### src/rtl/pong_pkg.sv
package pong_pkg;

    typedef logic [7:0] coord_x_t;  // 0 to 159
    typedef logic [6:0] coord_y_t;  // 0 to 119
    typedef logic [2:0] colour_t;   // Red, green, blue

    // Diagonal heading of the ball
    typedef enum logic [1:0] {
        dir_up_right,
        dir_down_right,
        dir_down_left,
        dir_up_left
    } ball_dir_t;

    typedef enum logic [3:0] {
        s_init,
        s_background,
        s_ball,
        s_paddle,
        s_wait,
        s_move_paddle,
        s_check_touch,
        s_bounce,
        s_move_ball
    } frame_state_t;

    localparam coord_x_t screen_width  = 8'd160;
    localparam coord_y_t screen_height = 7'd120;

    localparam coord_x_t    paddle_width = 8'd18;
    localparam int unsigned paddle_rows  = 2;
    localparam int unsigned ball_pixels  = 12;   // Rounded 4x4 sprite

    localparam coord_x_t ball_start_x   = 8'd78;
    localparam coord_y_t ball_start_y   = 7'd58;
    localparam coord_x_t paddle_start_x = 8'd71;

    // Touch limits for the ball origin, which is the sprite's top left corner
    localparam logic [7:0] edge_low       = 8'd1;
    localparam coord_x_t   right_touch_x  = 8'd155;
    localparam coord_y_t   bottom_touch_y = 7'd113;

    localparam colour_t colour_black  = 3'b000;
    localparam colour_t colour_green  = 3'b010;
    localparam colour_t colour_red    = 3'b100;
    localparam colour_t colour_white  = 3'b111;
    localparam colour_t colour_paddle = 3'b011;

endpackage

### src/rtl/pixel_if.sv
`timescale 1ns/1ps

// One pixel write per cycle while plot is high
interface pixel_if;

    logic               plot;
    pong_pkg::coord_x_t x;
    pong_pkg::coord_y_t y;
    pong_pkg::colour_t  colour;

    modport painter (
        output plot, x, y, colour
    );

    modport sequencer (
        input plot, x, y, colour
    );

endinterface

### src/rtl/background_painter.sv
`timescale 1ns/1ps

module background_painter (
    input  logic      clk,
    input  logic      resetn,
    input  logic      start,
    output logic      done,
    pixel_if.painter  pix
);

    logic               active;
    pong_pkg::coord_x_t x_cnt;
    pong_pkg::coord_y_t y_cnt;
    logic               last_col;
    logic               last_row;

    assign last_col = (x_cnt == pong_pkg::screen_width - 8'd1);
    assign last_row = (y_cnt == pong_pkg::screen_height - 7'd1);

    // Raster scan with x running fastest
    always_ff @(posedge clk) begin
        if (!resetn) begin
            active <= 1'b0;
            x_cnt  <= '0;
            y_cnt  <= '0;
        end else if (start) begin
            active <= 1'b1;
            x_cnt  <= '0;
            y_cnt  <= '0;
        end else if (active) begin
            if (last_col) begin
                x_cnt <= '0;
                y_cnt <= y_cnt + 7'd1;
                if (last_row)
                    active <= 1'b0;
            end else begin
                x_cnt <= x_cnt + 8'd1;
            end
        end
    end

    assign done     = active && last_col && last_row;
    assign pix.plot = active;
    assign pix.x    = x_cnt;
    assign pix.y    = y_cnt;

    always_comb begin
        if (last_row)
            pix.colour = pong_pkg::colour_red;      // Floor below the paddle
        else if (x_cnt == '0 || last_col || y_cnt == '0)
            pix.colour = pong_pkg::colour_green;
        else
            pix.colour = pong_pkg::colour_black;
    end

endmodule

### src/rtl/ball_painter.sv
`timescale 1ns/1ps

module ball_painter (
    input  logic               clk,
    input  logic               resetn,
    input  logic               start,
    input  pong_pkg::coord_x_t ball_x,
    input  pong_pkg::coord_y_t ball_y,
    output logic               done,
    pixel_if.painter           pix
);

    logic       active;
    logic [3:0] idx;        // Sprite pixel index
    logic [1:0] dx;
    logic [1:0] dy;

    always_ff @(posedge clk) begin
        if (!resetn) begin
            active <= 1'b0;
            idx    <= '0;
        end else if (start) begin
            active <= 1'b1;
            idx    <= '0;
        end else if (active) begin
            idx <= idx + 4'd1;
            if (done)
                active <= 1'b0;
        end
    end

    // Rounded 4x4 sprite without its corners
    always_comb begin
        case (idx)
            4'd0:    begin dx = 2'd1; dy = 2'd0; end
            4'd1:    begin dx = 2'd2; dy = 2'd0; end
            4'd2:    begin dx = 2'd0; dy = 2'd1; end
            4'd3:    begin dx = 2'd1; dy = 2'd1; end
            4'd4:    begin dx = 2'd2; dy = 2'd1; end
            4'd5:    begin dx = 2'd3; dy = 2'd1; end
            4'd6:    begin dx = 2'd0; dy = 2'd2; end
            4'd7:    begin dx = 2'd1; dy = 2'd2; end
            4'd8:    begin dx = 2'd2; dy = 2'd2; end
            4'd9:    begin dx = 2'd3; dy = 2'd2; end
            4'd10:   begin dx = 2'd1; dy = 2'd3; end
            default: begin dx = 2'd2; dy = 2'd3; end
        endcase
    end

    assign done       = active && (idx == 4'(pong_pkg::ball_pixels - 1));
    assign pix.plot   = active;
    assign pix.x      = ball_x + {6'd0, dx};
    assign pix.y      = ball_y + {5'd0, dy};
    assign pix.colour = pong_pkg::colour_white;

endmodule

### src/rtl/paddle_painter.sv
`timescale 1ns/1ps

module paddle_painter (
    input  logic               clk,
    input  logic               resetn,
    input  logic               start,
    input  pong_pkg::coord_x_t paddle_x,
    output logic               done,
    pixel_if.painter           pix
);

    logic       active;
    logic [4:0] col;
    logic       row;        // 0 is the lower row
    logic       last_col;

    assign last_col = (col == 5'(pong_pkg::paddle_width - 8'd1));

    always_ff @(posedge clk) begin
        if (!resetn) begin
            active <= 1'b0;
            col    <= '0;
            row    <= 1'b0;
        end else if (start) begin
            active <= 1'b1;
            col    <= '0;
            row    <= 1'b0;
        end else if (active) begin
            col <= last_col ? 5'd0 : col + 5'd1;
            if (last_col)
                row <= !row;
            if (done)
                active <= 1'b0;
        end
    end

    assign done       = active && last_col && (row == 1'(pong_pkg::paddle_rows - 1));
    assign pix.plot   = active;
    assign pix.x      = paddle_x + {3'd0, col};
    assign pix.y      = pong_pkg::screen_height - 7'(pong_pkg::paddle_rows) - {6'd0, row};
    assign pix.colour = pong_pkg::colour_paddle;

endmodule

### src/rtl/object_motion.sv
`timescale 1ns/1ps

module object_motion (
    input  logic               clk,
    input  logic               resetn,
    input  logic               reset_objects,
    input  logic               move_paddle,
    input  logic               check_touch,
    input  logic               bounce,
    input  logic               move_ball,
    input  logic               left_key,
    input  logic               right_key,
    output logic               ball_touch,
    output pong_pkg::coord_x_t ball_x,
    output pong_pkg::coord_y_t ball_y,
    output pong_pkg::coord_x_t paddle_x
);

    pong_pkg::ball_dir_t ball_dir;
    logic                at_left;
    logic                at_top;
    logic                at_right;
    logic                at_bottom;
    logic                going_left;
    logic                going_down;
    logic                new_left;
    logic                new_down;
    logic                on_paddle;
    logic [8:0]          bx_ext;
    logic [8:0]          px_ext;

    assign at_left    = (ball_x <= pong_pkg::edge_low);
    assign at_top     = ({1'b0, ball_y} <= pong_pkg::edge_low);
    assign at_right   = (ball_x >= pong_pkg::right_touch_x);
    assign at_bottom  = (ball_y >= pong_pkg::bottom_touch_y);
    assign going_left = (ball_dir == pong_pkg::dir_down_left) ||
                        (ball_dir == pong_pkg::dir_up_left);
    assign going_down = (ball_dir == pong_pkg::dir_down_right) ||
                        (ball_dir == pong_pkg::dir_down_left);

    // 9 bits so the window below paddle_x does not wrap
    assign bx_ext = {1'b0, ball_x};
    assign px_ext = {1'b0, paddle_x};

    always_comb begin
        on_paddle = 1'b0;
        if (ball_y == pong_pkg::bottom_touch_y) begin
            if (ball_dir == pong_pkg::dir_down_right)
                on_paddle = (bx_ext + 9'd4 >= px_ext) && (bx_ext <= px_ext + 9'd16);
            else if (ball_dir == pong_pkg::dir_down_left)
                on_paddle = (bx_ext + 9'd2 >= px_ext) && (bx_ext <= px_ext + 9'd18);
        end
    end

    // Walls push the heading away, otherwise keep that component
    assign new_left = at_left ? 1'b0 : (at_right ? 1'b1 : going_left);
    assign new_down = at_top ? 1'b1 : (at_bottom ? 1'b0 : going_down);

    always_ff @(posedge clk) begin
        if (!resetn || reset_objects) begin
            ball_x   <= pong_pkg::ball_start_x;
            ball_y   <= pong_pkg::ball_start_y;
            ball_dir <= pong_pkg::dir_up_right;
        end else if (bounce) begin
            case ({new_down, new_left})
                2'b00:   ball_dir <= pong_pkg::dir_up_right;
                2'b10:   ball_dir <= pong_pkg::dir_down_right;
                2'b11:   ball_dir <= pong_pkg::dir_down_left;
                default: ball_dir <= pong_pkg::dir_up_left;
            endcase
        end else if (move_ball) begin
            ball_x <= going_left ? ball_x - 8'd1 : ball_x + 8'd1;
            ball_y <= going_down ? ball_y + 7'd1 : ball_y - 7'd1;  // Wraps after a miss
        end
    end

    always_ff @(posedge clk) begin
        if (!resetn) begin
            ball_touch <= 1'b0;
        end else if (check_touch) begin
            ball_touch <= at_left || at_top || at_right || on_paddle;
        end
    end

    // Left key wins when both are held
    always_ff @(posedge clk) begin
        if (!resetn || reset_objects) begin
            paddle_x <= pong_pkg::paddle_start_x;
        end else if (move_paddle) begin
            if (left_key && paddle_x > pong_pkg::edge_low)
                paddle_x <= paddle_x - 8'd1;
            else if (right_key &&
                     paddle_x <= pong_pkg::screen_width - pong_pkg::paddle_width - 8'd1)
                paddle_x <= paddle_x + 8'd1;
        end
    end

endmodule

### src/rtl/frame_sequencer.sv
`timescale 1ns/1ps

module frame_sequencer #(
    parameter int unsigned frame_wait = 1562500
) (
    input  logic               clk,
    input  logic               resetn,
    pixel_if.sequencer         bg_pix,
    pixel_if.sequencer         ball_pix,
    pixel_if.sequencer         paddle_pix,
    input  logic               bg_done,
    input  logic               ball_done,
    input  logic               paddle_done,
    input  logic               ball_touch,
    output logic               bg_start,
    output logic               ball_start,
    output logic               paddle_start,
    output logic               move_paddle,
    output logic               check_touch,
    output logic               bounce,
    output logic               move_ball,
    output logic               reset_objects,
    output logic               plot,
    output pong_pkg::coord_x_t x,
    output pong_pkg::coord_y_t y,
    output pong_pkg::colour_t  colour
);

    pong_pkg::frame_state_t state;
    pong_pkg::frame_state_t next_state;
    logic                   state_first;    // High in the first cycle of a state
    logic                   frame_odd;
    logic [31:0]            wait_count;

    always_comb begin
        next_state = state;
        case (state)
            pong_pkg::s_init:       next_state = pong_pkg::s_background;
            pong_pkg::s_background: if (bg_done) next_state = pong_pkg::s_ball;
            pong_pkg::s_ball:       if (ball_done) next_state = pong_pkg::s_paddle;
            pong_pkg::s_paddle:     if (paddle_done) next_state = pong_pkg::s_wait;
            pong_pkg::s_wait: begin
                if (wait_count == frame_wait - 32'd1)
                    next_state = pong_pkg::s_move_paddle;
            end
            pong_pkg::s_move_paddle: begin
                // Ball only moves on every second frame
                next_state = frame_odd ? pong_pkg::s_check_touch : pong_pkg::s_background;
            end
            pong_pkg::s_check_touch: begin
                // Touch result is ready one cycle after the check
                if (!state_first)
                    next_state = ball_touch ? pong_pkg::s_bounce : pong_pkg::s_move_ball;
            end
            pong_pkg::s_bounce:     next_state = pong_pkg::s_move_ball;
            pong_pkg::s_move_ball:  next_state = pong_pkg::s_background;
            default:                next_state = pong_pkg::s_init;
        endcase
    end

    always_ff @(posedge clk) begin
        if (!resetn) begin
            state       <= pong_pkg::s_init;
            state_first <= 1'b1;
            frame_odd   <= 1'b0;
            wait_count  <= '0;
        end else begin
            state       <= next_state;
            state_first <= (next_state != state);
            if (state == pong_pkg::s_move_paddle)
                frame_odd <= !frame_odd;
            if (state == pong_pkg::s_wait)
                wait_count <= wait_count + 32'd1;
            else
                wait_count <= '0;
        end
    end

    // Painter starts fall in the first cycle of their state, so plot idles one cycle
    assign bg_start      = (state == pong_pkg::s_background) && state_first;
    assign ball_start    = (state == pong_pkg::s_ball) && state_first;
    assign paddle_start  = (state == pong_pkg::s_paddle) && state_first;
    assign move_paddle   = (state == pong_pkg::s_move_paddle);
    assign check_touch   = (state == pong_pkg::s_check_touch) && state_first;
    assign bounce        = (state == pong_pkg::s_bounce);
    assign move_ball     = (state == pong_pkg::s_move_ball);
    assign reset_objects = (state == pong_pkg::s_init);

    // Pixel port goes to the painter of the current state
    always_comb begin
        plot   = 1'b0;
        x      = '0;
        y      = '0;
        colour = pong_pkg::colour_black;
        case (state)
            pong_pkg::s_background: begin
                plot   = bg_pix.plot;
                x      = bg_pix.x;
                y      = bg_pix.y;
                colour = bg_pix.colour;
            end
            pong_pkg::s_ball: begin
                plot   = ball_pix.plot;
                x      = ball_pix.x;
                y      = ball_pix.y;
                colour = ball_pix.colour;
            end
            pong_pkg::s_paddle: begin
                plot   = paddle_pix.plot;
                x      = paddle_pix.x;
                y      = paddle_pix.y;
                colour = paddle_pix.colour;
            end
            default: ;
        endcase
    end

endmodule

### src/rtl/bouncy_ball_top.sv
`timescale 1ns/1ps

module bouncy_ball_top #(
    parameter int unsigned frame_wait = 1562500
) (
    input  logic               clk,
    input  logic               resetn,
    input  logic               left_key,
    input  logic               right_key,
    output logic               plot,
    output pong_pkg::coord_x_t x,
    output pong_pkg::coord_y_t y,
    output pong_pkg::colour_t  colour
);

    logic               bg_start;
    logic               ball_start;
    logic               paddle_start;
    logic               bg_done;
    logic               ball_done;
    logic               paddle_done;
    logic               move_paddle;
    logic               check_touch;
    logic               bounce;
    logic               move_ball;
    logic               reset_objects;
    logic               ball_touch;
    pong_pkg::coord_x_t ball_x;
    pong_pkg::coord_y_t ball_y;
    pong_pkg::coord_x_t paddle_x;

    pixel_if bg_pix ();
    pixel_if ball_pix ();
    pixel_if paddle_pix ();

    frame_sequencer #(
        .frame_wait (frame_wait)
    ) seq0 (
        .clk           (clk),
        .resetn        (resetn),
        .bg_pix        (bg_pix.sequencer),
        .ball_pix      (ball_pix.sequencer),
        .paddle_pix    (paddle_pix.sequencer),
        .bg_done       (bg_done),
        .ball_done     (ball_done),
        .paddle_done   (paddle_done),
        .ball_touch    (ball_touch),
        .bg_start      (bg_start),
        .ball_start    (ball_start),
        .paddle_start  (paddle_start),
        .move_paddle   (move_paddle),
        .check_touch   (check_touch),
        .bounce        (bounce),
        .move_ball     (move_ball),
        .reset_objects (reset_objects),
        .plot          (plot),
        .x             (x),
        .y             (y),
        .colour        (colour)
    );

    background_painter bg0 (
        .clk    (clk),
        .resetn (resetn),
        .start  (bg_start),
        .done   (bg_done),
        .pix    (bg_pix.painter)
    );

    ball_painter ball0 (
        .clk    (clk),
        .resetn (resetn),
        .start  (ball_start),
        .ball_x (ball_x),
        .ball_y (ball_y),
        .done   (ball_done),
        .pix    (ball_pix.painter)
    );

    paddle_painter paddle0 (
        .clk      (clk),
        .resetn   (resetn),
        .start    (paddle_start),
        .paddle_x (paddle_x),
        .done     (paddle_done),
        .pix      (paddle_pix.painter)
    );

    object_motion motion0 (
        .clk           (clk),
        .resetn        (resetn),
        .reset_objects (reset_objects),
        .move_paddle   (move_paddle),
        .check_touch   (check_touch),
        .bounce        (bounce),
        .move_ball     (move_ball),
        .left_key      (left_key),
        .right_key     (right_key),
        .ball_touch    (ball_touch),
        .ball_x        (ball_x),
        .ball_y        (ball_y),
        .paddle_x      (paddle_x)
    );

endmodule

### config.mk
export PLATFORM = sky130hd
export DESIGN_NAME = bouncy_ball_top
export DESIGN_NICKNAME = d
export VERILOG_FILES = /design/src/rtl/pong_pkg.sv /design/src/rtl/pixel_if.sv /design/src/rtl/background_painter.sv /design/src/rtl/ball_painter.sv /design/src/rtl/paddle_painter.sv /design/src/rtl/object_motion.sv /design/src/rtl/frame_sequencer.sv /design/src/rtl/bouncy_ball_top.sv
export SDC_FILE = /design/constraint.sdc
export NUM_CORES = 1
export LEC_CHECK = 0
export ABC_AREA = 1
export BUFFER_PORTS_ARGS = -buffer_cell sky130_fd_sc_hd__buf_2
export CORE_UTILIZATION = 60
export CTS_CLUSTER_DIAMETER = 120
export DETAILED_ROUTE_END_ITERATION = 6
export GPL_ROUTABILITY_DRIVEN = 0
export PLACE_DENSITY = 0.74
export SETUP_SLACK_MARGIN = 0.15
export SYNTH_ARGS = -nofsm -noshare
export SYNTH_HDL_FRONTEND = slang
export SYNTH_SLANG_ARGS = --single-unit
### constraint.sdc
create_clock -name clk -period 3.3 [get_ports clk]
set_clock_uncertainty 0.15 [all_clocks]
set_input_delay 0.165 -clock clk [delete_from_list [all_inputs] [get_ports clk]]
set_output_delay 0.165 -clock clk [all_outputs]
set_load 0.02 [all_outputs]
==> impl_metrics.toml <==
[cells_and_area]
postLayoutCoreUtil = 0.669
layout-drive-gt1-share = 0.0895
insertedDiodeCount = 0
final_nets = 1171
stdcell_count = 1238
design_area_sq_um = 7740
fillers = 1068
layout-area-overhead-vs-synth_pct = 7.62

[logic_synthesis]
yosysTopAreaCellShare = 0.267
synthesis.area_sq_um = 7190
syn_avg_cell_area_sq_um = 6.75
synth_compound_area_frac = 0.143
synthCells = 1065
post-synth-top-count-cell = "nand2_1"
synthTopCellsByCount = "nand2_1, inv_1, nor2_1"
ys_seq_area_frac = 0.267
synth_ff_type = "dfxtp_1"
muxShareOfSynthArea = 0
synth_top_family_by_area = "simple AND/OR/NAND/NOR gates"
synth_top_area_cell = "dfxtp_1"
yosysWarnings = 0
synth-edff-count = 0
synthArstFlopShare = 0
ys_ff_latch = 96
synth_xor_area_frac = 0.0365
ys_top_cells_by_area = "dfxtp_1, ha_1, nand2_1"
synth-adder-area-share = 0.135
synth-simple-area-share = 0.323
netlist-cell-type-count = 56
synthesis.nets = 1145

[status]
violations = "design-rule violations"
status = "finished with violations"

[clock_tree]
htreeDepth = 3
cts_max_path_buffers = 2
tritoncts = "done"
root_buffer = "clkbuf_16"
worstSkewPairLatency_ns = 0.35
numCtsBuffers = 9
clkTransAtPathRegs_ns = 0.07
cts_hold_buf = 0
clock-sinks = 96
ctsResizeCount = 0
post-cts-setup-buffer-count = 0

[timing]
min_period_ns = 2.84
rsz0062_at_grt = "false"
setup_viol = 0
final-hold-violation-count = 0
fmax_mhz = 352
maxSlewViolCount = 0
worst_pin_slew_ns = 0.777
relSlewSlack = 0.481
finalCritPeriodShare = 0.861
totalNegativeSetupSlack_ns = 0

[drt]
drtIter0Drc = 530
wl_per_cell_microns = 14.8
wl_microns = 18400
drtAntennaViolNets = 0
first_pass_iters = 7
via_count = 6968
viasPerCell = 5.63
route.detailed.drc = 1

[global_routing]
antenna_found_initial = 0
overflow = 0
grt_usage = 0.308
grt_pass1_wl_microns = 30600
first_global_vias = 6331
grt_max_degree = 22

[floorplanning]
die_h_microns = 111
start_util = 0.622
core-area_sq_um = 11600
fp.dieW_microns = 111
row_count = 39
dieArea_sq_um = 12400
io_pins = 23

[run]
cap_violations = 0

[setup_path]
crit_path_max_fanout = 11
worstPathRequired_ns = 2.98
worstPathArrival_ns = 2.53
critPathLaunchType = "flip-flop"
worstSetupPathType = "reg -> out"
cp-end-kind = "output pin"

[place]
placed_area_sq_um = 7460
dpl.hpwl_microns = 14400
post-place-cells = 1223
port_buffers = 22

[pwr]
powerDensity_nw_per_um2 = 291
p_leak_nw = 3.34
ir_drop_mv = 0.410

[worst_hold_path]
hp-class = "in -> reg"
[cells by family after synthesis]
kind of cell / count (synthesis)
DFF: 96
AOI/OAI and AO/OA: 177
adders and majority gates: 76
buffers and inverters: 178
xor gates and xnor gates: 30
and+or+nand+nor: 508
[stage by stage]
step / setup slack (ns) / hold WS (ns) / total power [mW]
CTS: 0.494 / 0.0107 / 2.28
floorplan: 1.04 / 0.263 / 1.25
finish: 0.457 / 0.0312 / 2.26
detailed placement: 0.697 / 0.285 / 1.28
global route: 0.281 / 0.0287 / 2.34
global placement: 0.825 / 0.277 / 1.28
[placed cells by master (no fill, tap or decap), types with 7 or more instances in the layout]
cell type	netlist	final
nor3_1	44	44
nor2_1	127	127
dfxtp_1	96	96
o21ai_0	49	49
nand4_1	18	18
nor2_2	8	8
o21a_1	8	8
nor3b_1	7	7
xor2_1	22	22
clkbuf_16	0	9
o211ai_1	8	8
ha_1	73	73
a21oi_1	72	72
xnor2_1	8	8
nand2_2	10	10
inv_1	149	149
nand3_1	54	54
o221ai_1	8	8
buf_2	8	22
nand2_1	208	208
inv_2	14	14
[sequential cells by signal, summed over array words and instances (netlist names), 4 cells and up]
name / count
seq0.wait_count: 32
bg0.pix.x: 8
motion0.ball_x: 8
motion0.paddle_x: 8
bg0.pix.y: 7
motion0.ball_y: 7
paddle0.col: 5
ball0.idx: 4
seq0.state: 4
[routing by layer]
layer / track usage / wire length [microns] / share of wire
met1: 0.415 / 8580 / 0.47
met2: 0.480 / 7960 / 0.43
met3: 0.0751 / 1390 / 0.075
met4: 0.109 / 448 / 0.024
met5: 0 / 0 / 0
[final cells by class]
cell class                      instances  area (sq um)  area share
Multi-Input combinational cell        791          4590       0.593
Sequential cell                        96          1920       0.248
Inverter                              166           624      0.0807
Clock buffer                           10           239      0.0309
Tap cell                              143           179      0.0231
Timing Repair Buffer                   27           148      0.0191
Clock inverter                          5          41.3     0.00533
[where the power goes]
part | internal, mW | switching [mW]
Combinational | 0.0226 | 0.0600
Sequential | 1.16 | 0.00755
Clock | 0.533 | 0.470
Total | 1.72 | 0.537
[final timing paths]
path                                    startpoint                 end  slack, ns  cells past startpoint
worst min register to register  seq0.wait_count[0]  seq0.wait_count[0]       0.29                      1
worst max-delay path             motion0.ball_x[1]                x[5]       0.46                      5
worst min-delay path                        resetn       seq0.state[1]       0.03                      3
worst max register to register   motion0.ball_x[5]  motion0.ball_touch       0.68                     14
[critical path, stage by stage (launching register included)]
cell and delay, ns:
dfxtp_1 0.66, ha_1 0.34, a21oi_1 0.17, nor2_1 0.07
o311ai_0 0.65, buf_2 0.29
(Power assumes the default switching activity.)
